`config.mk`:
```
export PLATFORM = sky130hd
export DESIGN_NAME = biu_top
export DESIGN_NICKNAME = d
export VERILOG_FILES = /design/src/source/biu_icb_pkg.sv /design/src/source/biu_route_pkg.sv /design/src/source/biu_cmd_dispatch.sv /design/src/source/biu_ctrl.sv /design/src/source/biu_rsp_merge.sv /design/src/source/biu_top.sv
export VERILOG_INCLUDE_DIRS = /design/src /design/src/source
export SDC_FILE = /design/constraint.sdc
export NUM_CORES = 1
export LEC_CHECK = 0
export BUFFER_PORTS_ARGS = -buffer_cell sky130_fd_sc_hd__buf_2
export CORE_AREA = 2 2 215 217
export DETAILED_ROUTE_END_ITERATION = 12
export DIE_AREA = 0 0 217 219
export GPL_TIMING_DRIVEN = 0
export SYNTH_ARGS = -nofsm -noshare
export SYNTH_HDL_FRONTEND = slang
export SYNTH_SLANG_ARGS = --single-unit
```
`constraint.sdc`:
```
create_clock -name i_clk -period 6.9 [get_ports i_clk]
set_input_delay 0.69 -clock i_clk [delete_from_list [all_inputs] [get_ports i_clk]]
set_output_delay 0.69 -clock i_clk [all_outputs]
set_load 0.1 [all_outputs]
```
`src/source/biu_params.svh`:
```
/*
  Bus widths, region codes and outstanding depth for the BIU.
  The region code is taken from address bits BIU_REGION_HI..BIU_REGION_LO.
  BIU_OUTS_W must be wide enough to hold BIU_OUTS_DEPTH itself.
*/
`ifndef BIU_PARAMS_SVH
`define BIU_PARAMS_SVH

// ICB bus widths
`define BIU_ADDR_W 32
`define BIU_DATA_W 32
`define BIU_MASK_W (`BIU_DATA_W / 8)

// Region select field
`define BIU_REGION_HI 31
`define BIU_REGION_LO 28

`define BIU_PPI_REGION   1  // Private peripheral port
`define BIU_CLINT_REGION 2
`define BIU_PLIC_REGION  12 // Everything else goes to mem

// Outstanding transactions
`define BIU_OUTS_DEPTH 4
`define BIU_OUTS_W     3

`endif

```
`src/source/biu_icb_pkg.sv`:
```
/*
  ICB command and response field types.
  Lock, exclusive and burst fields are not carried.
*/
`include "biu_params.svh"

package biu_icb_pkg;

  typedef logic [`BIU_ADDR_W-1:0] icb_addr_t;
  typedef logic [`BIU_DATA_W-1:0] icb_data_t;
  typedef logic [`BIU_MASK_W-1:0] icb_mask_t;
  typedef logic [1:0]             icb_size_t; // 0 byte, 1 half, 2 word

  ////////////////////////////////////////////////////////////////////////////
  // Command channel payload
  typedef struct packed {
    icb_addr_t addr;
    logic      read;  // High for a read, low for a write
    icb_data_t wdata;
    icb_mask_t wmask; // Byte enables of wdata
    icb_size_t size;
  } icb_cmd_t;

  ////////////////////////////////////////////////////////////////////////////
  // Response channel payload
  typedef struct packed {
    logic      err;
    icb_data_t rdata; // Zero on writes and errors
  } icb_rsp_t;

endpackage

```
`src/source/biu_route_pkg.sv`:
```
/*
  Routing types shared by the BIU controller and datapath.
  TGT_ERR marks a command answered locally with an error response.
*/
`include "biu_params.svh"

package biu_route_pkg;

  // Destination of one command
  typedef enum logic [2:0] {
    TGT_PPI,
    TGT_CLINT,
    TGT_PLIC,
    TGT_MEM,
    TGT_ERR   // Disabled region, no target sees it
  } biu_tgt_e;

  // Number of transactions in flight
  typedef logic [`BIU_OUTS_W-1:0] outs_cnt_t;

endpackage

```
`src/source/biu_cmd_dispatch.sv`:
```
/*
  Decodes the command region and fans the ICB command out to one target.
  Payload goes to every target, only the chosen valid is raised.
  A command to a disabled region is accepted here and answered with an error.
*/
`timescale 1ns/1ns
`include "biu_params.svh"

module biu_cmd_dispatch (
  input  logic                     i_cmd_valid,
  output logic                     o_cmd_ready,
  input  biu_icb_pkg::icb_cmd_t    i_cmd,
  input  logic                     i_ppi_enable,
  input  logic                     i_clint_enable,
  input  logic                     i_plic_enable,
  input  logic                     i_mem_enable,
  input  logic                     i_cmd_allow,
  output logic                     o_cmd_fire,
  output biu_route_pkg::biu_tgt_e  o_cmd_tgt,
  output logic                     o_ppi_cmd_valid,
  input  logic                     i_ppi_cmd_ready,
  output biu_icb_pkg::icb_cmd_t    o_ppi_cmd,
  output logic                     o_clint_cmd_valid,
  input  logic                     i_clint_cmd_ready,
  output biu_icb_pkg::icb_cmd_t    o_clint_cmd,
  output logic                     o_plic_cmd_valid,
  input  logic                     i_plic_cmd_ready,
  output biu_icb_pkg::icb_cmd_t    o_plic_cmd,
  output logic                     o_mem_cmd_valid,
  input  logic                     i_mem_cmd_ready,
  output biu_icb_pkg::icb_cmd_t    o_mem_cmd
);

  localparam int REGION_W = `BIU_REGION_HI - `BIU_REGION_LO + 1;

  logic [REGION_W-1:0]     region;
  biu_route_pkg::biu_tgt_e tgt;
  logic                    tgt_ready;
  logic                    issue;

  assign region = i_cmd.addr[`BIU_REGION_HI:`BIU_REGION_LO];

  // Region decode, enables checked per target
  always_comb begin
    if (region == REGION_W'(`BIU_PPI_REGION)) begin
      tgt = i_ppi_enable ? biu_route_pkg::TGT_PPI : biu_route_pkg::TGT_ERR;
    end else if (region == REGION_W'(`BIU_CLINT_REGION)) begin
      tgt = i_clint_enable ? biu_route_pkg::TGT_CLINT : biu_route_pkg::TGT_ERR;
    end else if (region == REGION_W'(`BIU_PLIC_REGION)) begin
      tgt = i_plic_enable ? biu_route_pkg::TGT_PLIC : biu_route_pkg::TGT_ERR;
    end else begin
      tgt = i_mem_enable ? biu_route_pkg::TGT_MEM : biu_route_pkg::TGT_ERR;
    end
  end

  always_comb begin
    case (tgt)
      biu_route_pkg::TGT_PPI:   tgt_ready = i_ppi_cmd_ready;
      biu_route_pkg::TGT_CLINT: tgt_ready = i_clint_cmd_ready;
      biu_route_pkg::TGT_PLIC:  tgt_ready = i_plic_cmd_ready;
      biu_route_pkg::TGT_MEM:   tgt_ready = i_mem_cmd_ready;
      default:                  tgt_ready = 1'b1; // Local error sink
    endcase
  end

  assign issue = i_cmd_valid & i_cmd_allow;

  assign o_ppi_cmd_valid   = issue & (tgt == biu_route_pkg::TGT_PPI);
  assign o_clint_cmd_valid = issue & (tgt == biu_route_pkg::TGT_CLINT);
  assign o_plic_cmd_valid  = issue & (tgt == biu_route_pkg::TGT_PLIC);
  assign o_mem_cmd_valid   = issue & (tgt == biu_route_pkg::TGT_MEM);

  assign o_ppi_cmd   = i_cmd;
  assign o_clint_cmd = i_cmd;
  assign o_plic_cmd  = i_cmd;
  assign o_mem_cmd   = i_cmd;

  assign o_cmd_ready = i_cmd_allow & tgt_ready;
  assign o_cmd_fire  = issue & tgt_ready;
  assign o_cmd_tgt   = tgt; // Controller decides if it may issue
endmodule

```
`src/source/biu_ctrl.sv`:
```
/*
  Tracks outstanding BIU transactions in a small target queue.
  A new command may only follow commands to the same target, which keeps
  responses in order without reordering logic. Depth must be 2 or more.
*/
`timescale 1ns/1ns
`include "biu_params.svh"

module biu_ctrl (
  input  logic                    i_clk,
  input  logic                    i_rst_n,
  input  logic                    i_cmd_fire,
  input  biu_route_pkg::biu_tgt_e i_cmd_tgt,
  input  logic                    i_rsp_fire,
  input  logic                    i_cmd_valid,
  output logic                    o_cmd_allow,
  output logic                    o_head_valid,
  output biu_route_pkg::biu_tgt_e o_head_tgt,
  output logic                    o_biu_active
);

  localparam int PTR_W = $clog2(`BIU_OUTS_DEPTH);

  biu_route_pkg::biu_tgt_e   tgt_q [`BIU_OUTS_DEPTH];
  logic [PTR_W-1:0]          wr_ptr;
  logic [PTR_W-1:0]          rd_ptr;
  biu_route_pkg::outs_cnt_t  outs_cnt;
  biu_route_pkg::biu_tgt_e   last_tgt; // Target of youngest command in flight
  logic                      empty;
  logic                      has_room;

  // Wrapping increment, depth need not be a power of two
  function automatic logic [PTR_W-1:0] ptr_inc(input logic [PTR_W-1:0] ptr);
    if (ptr == PTR_W'(`BIU_OUTS_DEPTH - 1)) begin
      return '0;
    end
    return ptr + 1'b1;
  endfunction

  ////////////////////////////////////////////////////////////////////////////
  // Target queue
  always_ff @(posedge i_clk) begin
    if (!i_rst_n) begin
      wr_ptr   <= '0;
      rd_ptr   <= '0;
      outs_cnt <= '0;
      last_tgt <= biu_route_pkg::TGT_ERR;
      for (int i = 0; i < `BIU_OUTS_DEPTH; i++) begin
        tgt_q[i] <= biu_route_pkg::TGT_ERR;
      end
    end else begin
      if (i_cmd_fire) begin
        tgt_q[wr_ptr] <= i_cmd_tgt;
        wr_ptr        <= ptr_inc(wr_ptr);
        last_tgt      <= i_cmd_tgt;
      end
      if (i_rsp_fire) begin
        rd_ptr <= ptr_inc(rd_ptr);
      end
      case ({i_cmd_fire, i_rsp_fire})
        2'b10:   outs_cnt <= outs_cnt + 1'b1;
        2'b01:   outs_cnt <= outs_cnt - 1'b1;
        default: outs_cnt <= outs_cnt; // Idle or push with pop
      endcase
    end
  end

  ////////////////////////////////////////////////////////////////////////////
  // Issue rule
  assign empty    = (outs_cnt == '0);
  assign has_room = (outs_cnt < biu_route_pkg::outs_cnt_t'(`BIU_OUTS_DEPTH));

  // Same target as the youngest outstanding command, or nothing in flight
  assign o_cmd_allow = has_room & (empty | (i_cmd_tgt == last_tgt));

  assign o_head_valid = ~empty;
  assign o_head_tgt   = tgt_q[rd_ptr]; // Oldest command, owns the response path

  // Busy while anything is in flight or waiting to issue
  assign o_biu_active = ~empty | i_cmd_valid;

endmodule

```
`src/source/biu_rsp_merge.sv`:
```
/*
  Returns the response of the oldest outstanding command to the requester.
  Only the head target gets ready, so other targets wait their turn.
  An error head answers at once with err set and zero data.
*/
`timescale 1ns/1ns

module biu_rsp_merge (
  input  logic                     i_head_valid,
  input  biu_route_pkg::biu_tgt_e  i_head_tgt,
  input  logic                     i_ppi_rsp_valid,
  output logic                     o_ppi_rsp_ready,
  input  biu_icb_pkg::icb_rsp_t    i_ppi_rsp,
  input  logic                     i_clint_rsp_valid,
  output logic                     o_clint_rsp_ready,
  input  biu_icb_pkg::icb_rsp_t    i_clint_rsp,
  input  logic                     i_plic_rsp_valid,
  output logic                     o_plic_rsp_ready,
  input  biu_icb_pkg::icb_rsp_t    i_plic_rsp,
  input  logic                     i_mem_rsp_valid,
  output logic                     o_mem_rsp_ready,
  input  biu_icb_pkg::icb_rsp_t    i_mem_rsp,
  output logic                     o_rsp_valid,
  input  logic                     i_rsp_ready,
  output biu_icb_pkg::icb_rsp_t    o_rsp,
  output logic                     o_rsp_fire
);

  logic                  sel_valid;
  biu_icb_pkg::icb_rsp_t sel_rsp;

  // Head target mux
  always_comb begin
    case (i_head_tgt)
      biu_route_pkg::TGT_PPI: begin
        sel_valid = i_ppi_rsp_valid;
        sel_rsp   = i_ppi_rsp;
      end
      biu_route_pkg::TGT_CLINT: begin
        sel_valid = i_clint_rsp_valid;
        sel_rsp   = i_clint_rsp;
      end
      biu_route_pkg::TGT_PLIC: begin
        sel_valid = i_plic_rsp_valid;
        sel_rsp   = i_plic_rsp;
      end
      biu_route_pkg::TGT_MEM: begin
        sel_valid = i_mem_rsp_valid;
        sel_rsp   = i_mem_rsp;
      end
      default: begin
        sel_valid     = 1'b1; // Error reply is always ready to go
        sel_rsp.err   = 1'b1;
        sel_rsp.rdata = '0;
      end
    endcase
  end

  assign o_rsp_valid = i_head_valid & sel_valid;
  assign o_rsp       = sel_rsp;
  assign o_rsp_fire  = o_rsp_valid & i_rsp_ready;

  // Requester ready steered to the head target only
  assign o_ppi_rsp_ready   = i_rsp_ready & i_head_valid & (i_head_tgt == biu_route_pkg::TGT_PPI);
  assign o_clint_rsp_ready = i_rsp_ready & i_head_valid & (i_head_tgt == biu_route_pkg::TGT_CLINT);
  assign o_plic_rsp_ready  = i_rsp_ready & i_head_valid & (i_head_tgt == biu_route_pkg::TGT_PLIC);
  assign o_mem_rsp_ready   = i_rsp_ready & i_head_valid & (i_head_tgt == biu_route_pkg::TGT_MEM);

endmodule

```
`src/source/biu_top.sv`:
```
/*
  BIU top: one ICB requester routed to the ppi, clint, plic and mem targets.
  Responses come back in command order. Single clock, synchronous reset.
*/
`timescale 1ns/1ns

module biu_top (
  input  logic                  i_clk,
  input  logic                  i_rst_n,
  // Requester side
  input  logic                  i_cmd_valid,
  output logic                  o_cmd_ready,
  input  biu_icb_pkg::icb_cmd_t i_cmd,
  output logic                  o_rsp_valid,
  input  logic                  i_rsp_ready,
  output biu_icb_pkg::icb_rsp_t o_rsp,
  // Private peripheral port
  input  logic                  i_ppi_enable,
  output logic                  o_ppi_cmd_valid,
  input  logic                  i_ppi_cmd_ready,
  output biu_icb_pkg::icb_cmd_t o_ppi_cmd,
  input  logic                  i_ppi_rsp_valid,
  output logic                  o_ppi_rsp_ready,
  input  biu_icb_pkg::icb_rsp_t i_ppi_rsp,
  // CLINT
  input  logic                  i_clint_enable,
  output logic                  o_clint_cmd_valid,
  input  logic                  i_clint_cmd_ready,
  output biu_icb_pkg::icb_cmd_t o_clint_cmd,
  input  logic                  i_clint_rsp_valid,
  output logic                  o_clint_rsp_ready,
  input  biu_icb_pkg::icb_rsp_t i_clint_rsp,
  // PLIC
  input  logic                  i_plic_enable,
  output logic                  o_plic_cmd_valid,
  input  logic                  i_plic_cmd_ready,
  output biu_icb_pkg::icb_cmd_t o_plic_cmd,
  input  logic                  i_plic_rsp_valid,
  output logic                  o_plic_rsp_ready,
  input  biu_icb_pkg::icb_rsp_t i_plic_rsp,
  // System memory port
  input  logic                  i_mem_enable,
  output logic                  o_mem_cmd_valid,
  input  logic                  i_mem_cmd_ready,
  output biu_icb_pkg::icb_cmd_t o_mem_cmd,
  input  logic                  i_mem_rsp_valid,
  output logic                  o_mem_rsp_ready,
  input  biu_icb_pkg::icb_rsp_t i_mem_rsp,
  output logic                  o_biu_active
);

  logic                    cmd_allow;
  logic                    cmd_fire;
  biu_route_pkg::biu_tgt_e cmd_tgt;
  logic                    rsp_fire;
  logic                    head_valid;
  biu_route_pkg::biu_tgt_e head_tgt;

  ////////////////////////////////////////////////////////////////////////////
  // Same-named ports connect to the top ports
  biu_ctrl biu_ctrl_inst (
    .i_cmd_fire   (cmd_fire),
    .i_cmd_tgt    (cmd_tgt),
    .i_rsp_fire   (rsp_fire),
    .o_cmd_allow  (cmd_allow),
    .o_head_valid (head_valid),
    .o_head_tgt   (head_tgt),
    .*
  );

  biu_cmd_dispatch biu_cmd_dispatch_inst (
    .i_cmd_allow (cmd_allow),
    .o_cmd_fire  (cmd_fire),
    .o_cmd_tgt   (cmd_tgt),
    .*
  );

  biu_rsp_merge biu_rsp_merge_inst (
    .i_head_valid (head_valid),
    .i_head_tgt   (head_tgt),
    .o_rsp_fire   (rsp_fire),
    .*
  );

endmodule

```
==> results of run 1 <==
==> cell type report <==
| cell class | count | area (sq um) |
|---|---|---|
| Sequential cell | 24 | 601 |
| Tap cell | 600 | 751 |
| Clock inverter | 1 | 30.0 |
| Inverter | 6 | 22.5 |
| Clock buffer | 3 | 75.1 |
| Buffer | 306 | 2230 |
| Fill cell | 5126 | 37400 |
| Multi-Input combinational cell | 193 | 1560 |
| Timing Repair Buffer | 480 | 2420 |
| Antenna cell | 3 | 7.51 |
==> per-layer routing <==
metal	vias to the layer above	GRT usage (%)
li1	2547	-
met1	2475	12.8
met2	229	15.6
met3	16	2.00
met4	2	1.16
met5	-	0
==> cells in the final DEF (no fill, tap or decap), drive strengths merged, types with 2 or more instances in the layout <==
cell | netlist | layout
nor3b | 3 | 3
nor4 | 2 | 2
diode | 0 | 3
a31oi | 3 | 3
or2 | 5 | 5
nor4b | 2 | 2
mux2i | 8 | 8
nor2b | 6 | 6
nor3 | 11 | 11
edfxtp | 12 | 12
a21oi | 5 | 5
nand3 | 2 | 2
and3 | 2 | 2
a21o | 2 | 2
ha | 3 | 3
nand2 | 14 | 14
mux4 | 3 | 3
nand4b | 2 | 2
a221o | 32 | 32
xor2 | 2 | 2
a211oi | 2 | 2
a22o | 32 | 32
inv | 6 | 6
clkbuf | 18 | 21
nand2b | 6 | 6
nor2 | 13 | 13
or3b | 4 | 4
o31ai | 2 | 2
buf | 288 | 768
dfxtp | 12 | 12
or3 | 5 | 5
o21ai | 5 | 5
==> kinds of logic after synthesis <==
logic type / count (synthesis) / synth area share, %
buffers and inverters: 312 / 51.2
AOI/OAI and AO/OA: 93 / 19.0
and+or+nand+nor: 82 / 10.8
DFF: 24 / 13.6
muxes: 12 / 3.61
adders and majority gates: 4 / 1.31
xor gates and xnor gates: 2 / 0.398
==> power by group through the flow <==
stage,Combinational [W],Clock [W],Sequential [W]
after detailed placement,0.00154,0,0.000208
after global placement,0.00153,0,0.000207
after floorplan,0.00127,0,0.000201
after CTS,0.00154,0.000167,0.000205
final,0.00153,0.000167,0.000205
after global routing,0.00159,0.000171,0.000210
==> state kept, by name (all words and copies together) (netlist names), named ones only <==
name	cells
biu_ctrl_inst.wr_ptr	2
biu_ctrl_inst.outs_cnt	3
biu_ctrl_inst.last_tgt	3
biu_ctrl_inst.rd_ptr	2
biu_ctrl_inst.tgt_q	12
==> cells in the mapped netlist, drive strengths merged, types with 3 or more instances <==
library cell,n
a221o,32
or2,5
mux4,3
nor3,11
dfxtp,12
edfxtp,12
a21oi,5
o21ai,5
inv,6
or3,5
nor2b,6
a22o,32
nor3b,3
mux2i,8
ha,3
nor2,13
or3b,4
a31oi,3
nand2b,6
nand2,14
clkbuf,18
buf,288
==> path summary, 6_finish.rpt <==
| kind | startpoint | to | slack, ns | depth (start not counted) |
|---|---|---|---|---|
| hold reg to reg | biu_ctrl_inst.rd_ptr[1] | flip-flop | 0.50 | 2 |
| setup / recovery | flip-flop | o_rsp[2] | 2.27 | 7 |
| setup reg to reg | flip-flop | biu_ctrl_inst.outs_cnt[2] | 3.56 | 12 |
| hold / removal | biu_ctrl_inst.rd_ptr[1] | flip-flop | 0.50 | 2 |
==> per-stage QoR <==
| step | util (%) | hold WS [ns] | power (W) | std cells | setup slack (ns) |
|---|---|---|---|---|---|
| detailed placement | 16.8 | 0.490 | 0.00175 | 1609 | 2.47 |
| global route | 17.1 | 0.535 | 0.00197 | 1615 | 2.02 |
| CTS | 17.1 | 0.507 | 0.00191 | 1613 | 2.17 |
| floorplan | - | 0.454 | 0.00147 | 529 | 1.26 |
| finish | 17.1 | 0.504 | 0.00190 | 1616 | 2.27 |
| global placement | 16.7 | 0.485 | 0.00173 | 1606 | 1.50 |
==> critical path: cells and delay by family, from the launching register on <==
family / cells / cell delay, ns
multiplexers: 1 / 0.51
buffers and inverters: 3 / 1.54
AO/OA/AOI/OAI: 2 / 0.60
AND/OR/NAND/NOR: 1 / 0.58
flip-flops: 1 / 0.42
==> out/metrics.yaml, run 1 <==
post_cts.repair.setup_buffers: 0
p_int_w: 0.000633
drt_iter0_markers: 264
io_pins: 547
ys_warn_count: 0
drc_errors: 0
grt.total_usage_pct: 9.41
synthArstFlopShare_pct: 0
ys_seq_area_share_pct: 13.6
synth_edf_count: 12
critPathMaxStageDelay_ns: 0.82
cts_made_buffers: 3
final_cell_area_sq_um: 7700
path_cells: "mux4_2 > clkbuf_1 > nor3b_2 > clkbuf_1 > a22o_1 > a221o_1 > buf_2"
critPathRequiredTime_ns: 6.21
cts_tree: "done"
timing.fmax_ghz: 0.216
yosysTopAreaCellShare_pct: 48.4
wl_met1_um: 11200
crit_path_end_kind: "primary output"
critical_path_class: "reg2out"
dieWidth_um: 217
leakagePower_nw: 4.18
antenna_found_initial: 9
htreeDepth: 1
critical_path.max_fanout: 10
ctsResizeCount: 0
synth-main-ff-cell: "edfxtp_1"
power_frac_comb_pct: 80.5
finalClockSkew_ns: 0.00542
ys_seq_elements: 24
period_minus_slack_ns: 4.63
p_sw_share_pct: 66.7
finalSetupViolations: 0
ys_types: 56
grt_pass1_vias: 4627
worstMarginPinSlew_ns: 1.11
clkPwrFrac_pct: 8.8
worst_path_most_repeated_cell: "clkbuf_1"
crit_arrival_ns: 3.94
placed_area_sq_um: 7590
p_seq_share_pct: 10.8
row_count: 78
route.met2.wl_um: 12200
drv_slew: 0
place.gp.congestion: 0.753
ir_worst_vdd_v: 0.000124
vias: 5269
die_y_um: 219
syn_area_sq_um: 4410
grt_setup_unrepaired: "false"
hold_class: "reg2reg"
pwr_density_cell_nw_per_um2: 247
nNetsFinal: 1237
grt_overflow_total: 0
cts_hold_buf: 0
finalSetupTns_ns: 0
grt_max_degree: 15
syn_area_per_cell_sq_um: 8.33
io_buffers: 477
max-slew-margin-rel_pct: 26.2
grt_pass1_wl_um: 32400
cts_root_buf: "clkbuf_16"
viasPerCell: 3.26
timing.final.crit_share_pct: 67.1
cts.clk_slew.worst_paths_ns: 0.07
syn-num-nets: 752
drt_wl_total_um: 25400
layout-drive-gt1-share_pct: 78.3
syn-instance-count: 529
drv_cap: 0
wl_per_cell_um: 15.7
clk_latency_ns: 0.26
top_layer_used: "met5"
outcome: "completed"
cts.path.max_buffers: 2
dr.pass1.iters: 4
p_switching_w: 0.00127
syn_to_final_growth_pct: 74.9
wl_met3_um: 1800
fp.coreArea_sq_um: 45100
finalHoldViolCount: 0
slowest_stage: "clkbuf_1"
synth_area_leaders: "buf_4, edfxtp_1, a221o_1"
initial_core_util_pct: 9.77
cts_sinks: 24
start_kind: "flip-flop"
final_antenna_net_count: 0
dp_hpwl_um: 23000
netlist.top_cell.by_area: "buf_4"
die-area_sq_um: 47500
(Power assumes the default switching activity.)
==> run 2: changes to the inputs <==
--- a/config.mk
+++ b/config.mk
@@ -7,9 +7,9 @@
 export NUM_CORES = 1
 export LEC_CHECK = 0
 export BUFFER_PORTS_ARGS = -buffer_cell sky130_fd_sc_hd__buf_2
-export CORE_AREA = 2 2 215 217
+export CORE_AREA = 2 2 210 212
 export DETAILED_ROUTE_END_ITERATION = 12
-export DIE_AREA = 0 0 217 219
+export DIE_AREA = 0 0 212 214
 export GPL_TIMING_DRIVEN = 0
 export SYNTH_ARGS = -nofsm -noshare
 export SYNTH_HDL_FRONTEND = slang
==> constraint.sdc (replaced) <==
create_clock -name i_clk -period 4.2 [get_ports i_clk]
set_input_delay 0.42 -clock i_clk [delete_from_list [all_inputs] [get_ports i_clk]]
set_output_delay 0.42 -clock i_clk [all_outputs]
set_load 0.1 [all_outputs]
==> out/metrics.yaml, run 2 (synthesized netlist as in run 1, its figures left out) <==
outcome: "completed"
die-area_sq_um: 45400  # -4.5%
dr.pass1.iters: 4  # unchanged
place.gp.congestion: 0.808  # +7.3%
drt_wl_total_um: 22200  # -13%
die_y_um: 214  # -2.3%
largest_reg_flops: 12  # unchanged
drt_iter0_markers: 204  # -23%
p_switching_w: 0.00207  # +63%
htreeDepth: 1  # unchanged
dieWidth_um: 212  # -2.3%
drv_cap: 0  # unchanged
syn_to_final_growth_pct: 74.5
p_sw_share_pct: 66.5  # -0.18 points
p_total_w: 0.00311  # +64%
leakagePower_nw: 4.18  # about the same
finalHoldViolCount: 0  # unchanged
grt_pass1_vias: 4753  # +2.7%
slowest_stage: "clkdlybuf4s15_1"
crit_arrival_ns: 3.55  # -0.39 ns
layout-drive-gt1-share_pct: 78.8  # +0.53 points
hold_class: "reg2reg"
vias: 5237  # -0.61%
whs_ns: 0.488  # -0.0159 ns
worstMarginPinSlew_ns: 0.833  # -0.274 ns
max-slew-margin-rel_pct: 44.5  # +18 points
power_frac_comb_pct: 80.4  # about the same
cts_tree: "done"
placed_cells: 1593  # -0.99%
cts.clk_slew.worst_paths_ns: 0.06  # about the same
grt_setup_unrepaired: "false"
timing.fmax_ghz: 0.252
period_minus_slack_ns: 3.97
timing.final.crit_share_pct: 94.5
grt_max_degree: 15  # unchanged
fp.coreArea_sq_um: 42900  # -4.9%
io_pins: 547  # unchanged
grt.total_usage_pct: 8.79  # -0.62 points
ctsResizeCount: 1  # +1
ir_worst_vdd_v: 0.000410  # +230%
cpLargestDelayFamily: "buffers and inverters"
antenna_found_initial: 5  # -4
layout.cells.non_filler: 1598  # -1.1%
top_register: "biu_ctrl_inst.tgt_q"
post_cts.repair.setup_buffers: 0  # unchanged
critical_path_class: "reg2out"
critPathRequiredTime_ns: 3.78  # -2.43 ns
final_common_cell: "buf_2"
grt_pass1_wl_um: 29900  # -7.8%
dp_hpwl_um: 19900  # -13%
critPathBufInv: 4  # +1
cts_root_buf: "clkbuf_16"
cts_made_buffers: 3  # unchanged
nNetsFinal: 1234  # -0.24%
crit_path_end_kind: "primary output"
worst_path_most_repeated_cell: "clkbuf_1"
dp_slack_ns: -0.0517  # -2.52 ns
top_regs: "biu_ctrl_inst.tgt_q: 12 flops, biu_ctrl_inst.last_tgt: 3 flops, biu_ctrl_inst.outs_cnt: 3 flops"
p_seq_share_pct: 10.9  # about the same
clk_latency_ns: 0.26  # about the same
finalWorstSetupSlack_ns: 0.230  # -2.04 ns
finalSetupViolations: 0  # unchanged
viasPerCell: 3.28  # +0.51%
fill_cells: 4836  # -5.7%
start_kind: "flip-flop"
cts_hold_buf: 0  # unchanged
cts.path.max_buffers: 2  # unchanged
grt_overflow_total: 0  # unchanged
io_buffers: 477  # unchanged
wl_per_cell_um: 13.9  # -12%
p_int_w: 0.00104  # +65%
initial_core_util_pct: 10.3  # +0.50 points
drv_slew: 0  # unchanged
final_cell_mix: "buf_2, buf_4, a22o_1, a221o_1, nand2_1"
row_count: 76  # -2.6%
multi_input_area_sq_um: 1580  # +1.1%
finalClockSkew_ns: 0.00311  # -0.00231 ns
critPathMaxStageDelay_ns: 0.75  # -0.07 ns
clkPwrFrac_pct: 8.7  # about the same
final_antenna_net_count: 0  # unchanged
critical_path.max_fanout: 10  # unchanged
regArea_sq_um: 601  # unchanged
path_cells: "mux4_2 > clkbuf_1 > and3b_1 > clkbuf_1 > clkdlybuf4s15_1 > a221o_1 > buf_2"
drc_errors: 0  # unchanged
pwr_density_cell_nw_per_um2: 405  # +64%
cts_sinks: 24  # unchanged
[run 2: cell types whose count changed in the layout (fill, tap and decap cells not counted), sizes merged]
cell,before,now
clkdlybuf4s15,0,1
buf,768,767
clkbuf,21,18
[run 2: tightest hold or removal path: cells and delay by family, from the launching register on]
kind | cells | cell delay [ns]
mux | 1 | 0.07
simple gates | 1 | 0.05
flops | 1 | 0.31
[run 2: stage by stage]
| step | utilization (%) | instance area [sq um] | TNS (ns) |
|---|---|---|---|
| finish | 17.9 | 7690 | 0 |
| global route | 17.9 | 7690 | 0 |
| CTS | 17.9 | 7680 | 0 |
| detailed placement | 17.7 | 7570 | -0.152 |
| global placement | 17.6 | 7540 | -8.80 |
| floorplan | - | 4420 | 0 |
[run 2: worst paths after layout]
check	from	endpoint	slack, ns	depth (start not counted)
setup reg to reg	flip-flop	biu_ctrl_inst.outs_cnt[2]	0.80	12
hold reg to reg	biu_ctrl_inst.rd_ptr[1]	biu_ctrl_inst.rd_ptr[1]	0.49	2
setup / recovery	flip-flop	o_rsp[30]	0.23	7
hold / removal	biu_ctrl_inst.rd_ptr[1]	biu_ctrl_inst.rd_ptr[1]	0.49	2
[run 2: final cells by class]
cell class / instances / share of cell area [%]
Inverter: 6 / 0.293
Tap cell: 585 / 9.52
Timing Repair Buffer: 479 / 31.3
Sequential cell: 24 / 7.81
Multi-Input combinational cell: 193 / 20.6
Clock inverter: 1 / 0.391
Buffer: 304 / 29.0
Antenna cell: 3 / 0.0976
Clock buffer: 3 / 0.976
[run 2: layer usage]
layer | wire length [um] | part of all wire [%] | vias up | global-route usage, %
met5 | 13 | 0.059 | - | 0
met4 | 499 | 2.3 | 2 | 2.56
met3 | 1610 | 7.3 | 25 | 1.14
met2 | 11000 | 50 | 270 | 15.4
met1 | 9050 | 41 | 2398 | 11.1
li1 | - | - | 2542 | -
[run 2: power groups by stage]
stage,Clock (W),Combinational (W),Sequential (W)
3_3_place_gp,0,0.00249,0.000339
3_5_place_dp,0,0.00251,0.000344
4_1_cts,0.000271,0.00252,0.000339
6_report,0.000272,0.00250,0.000338
5_1_grt,0.000284,0.00260,0.000347
2_1_floorplan,0,0.00210,0.000331
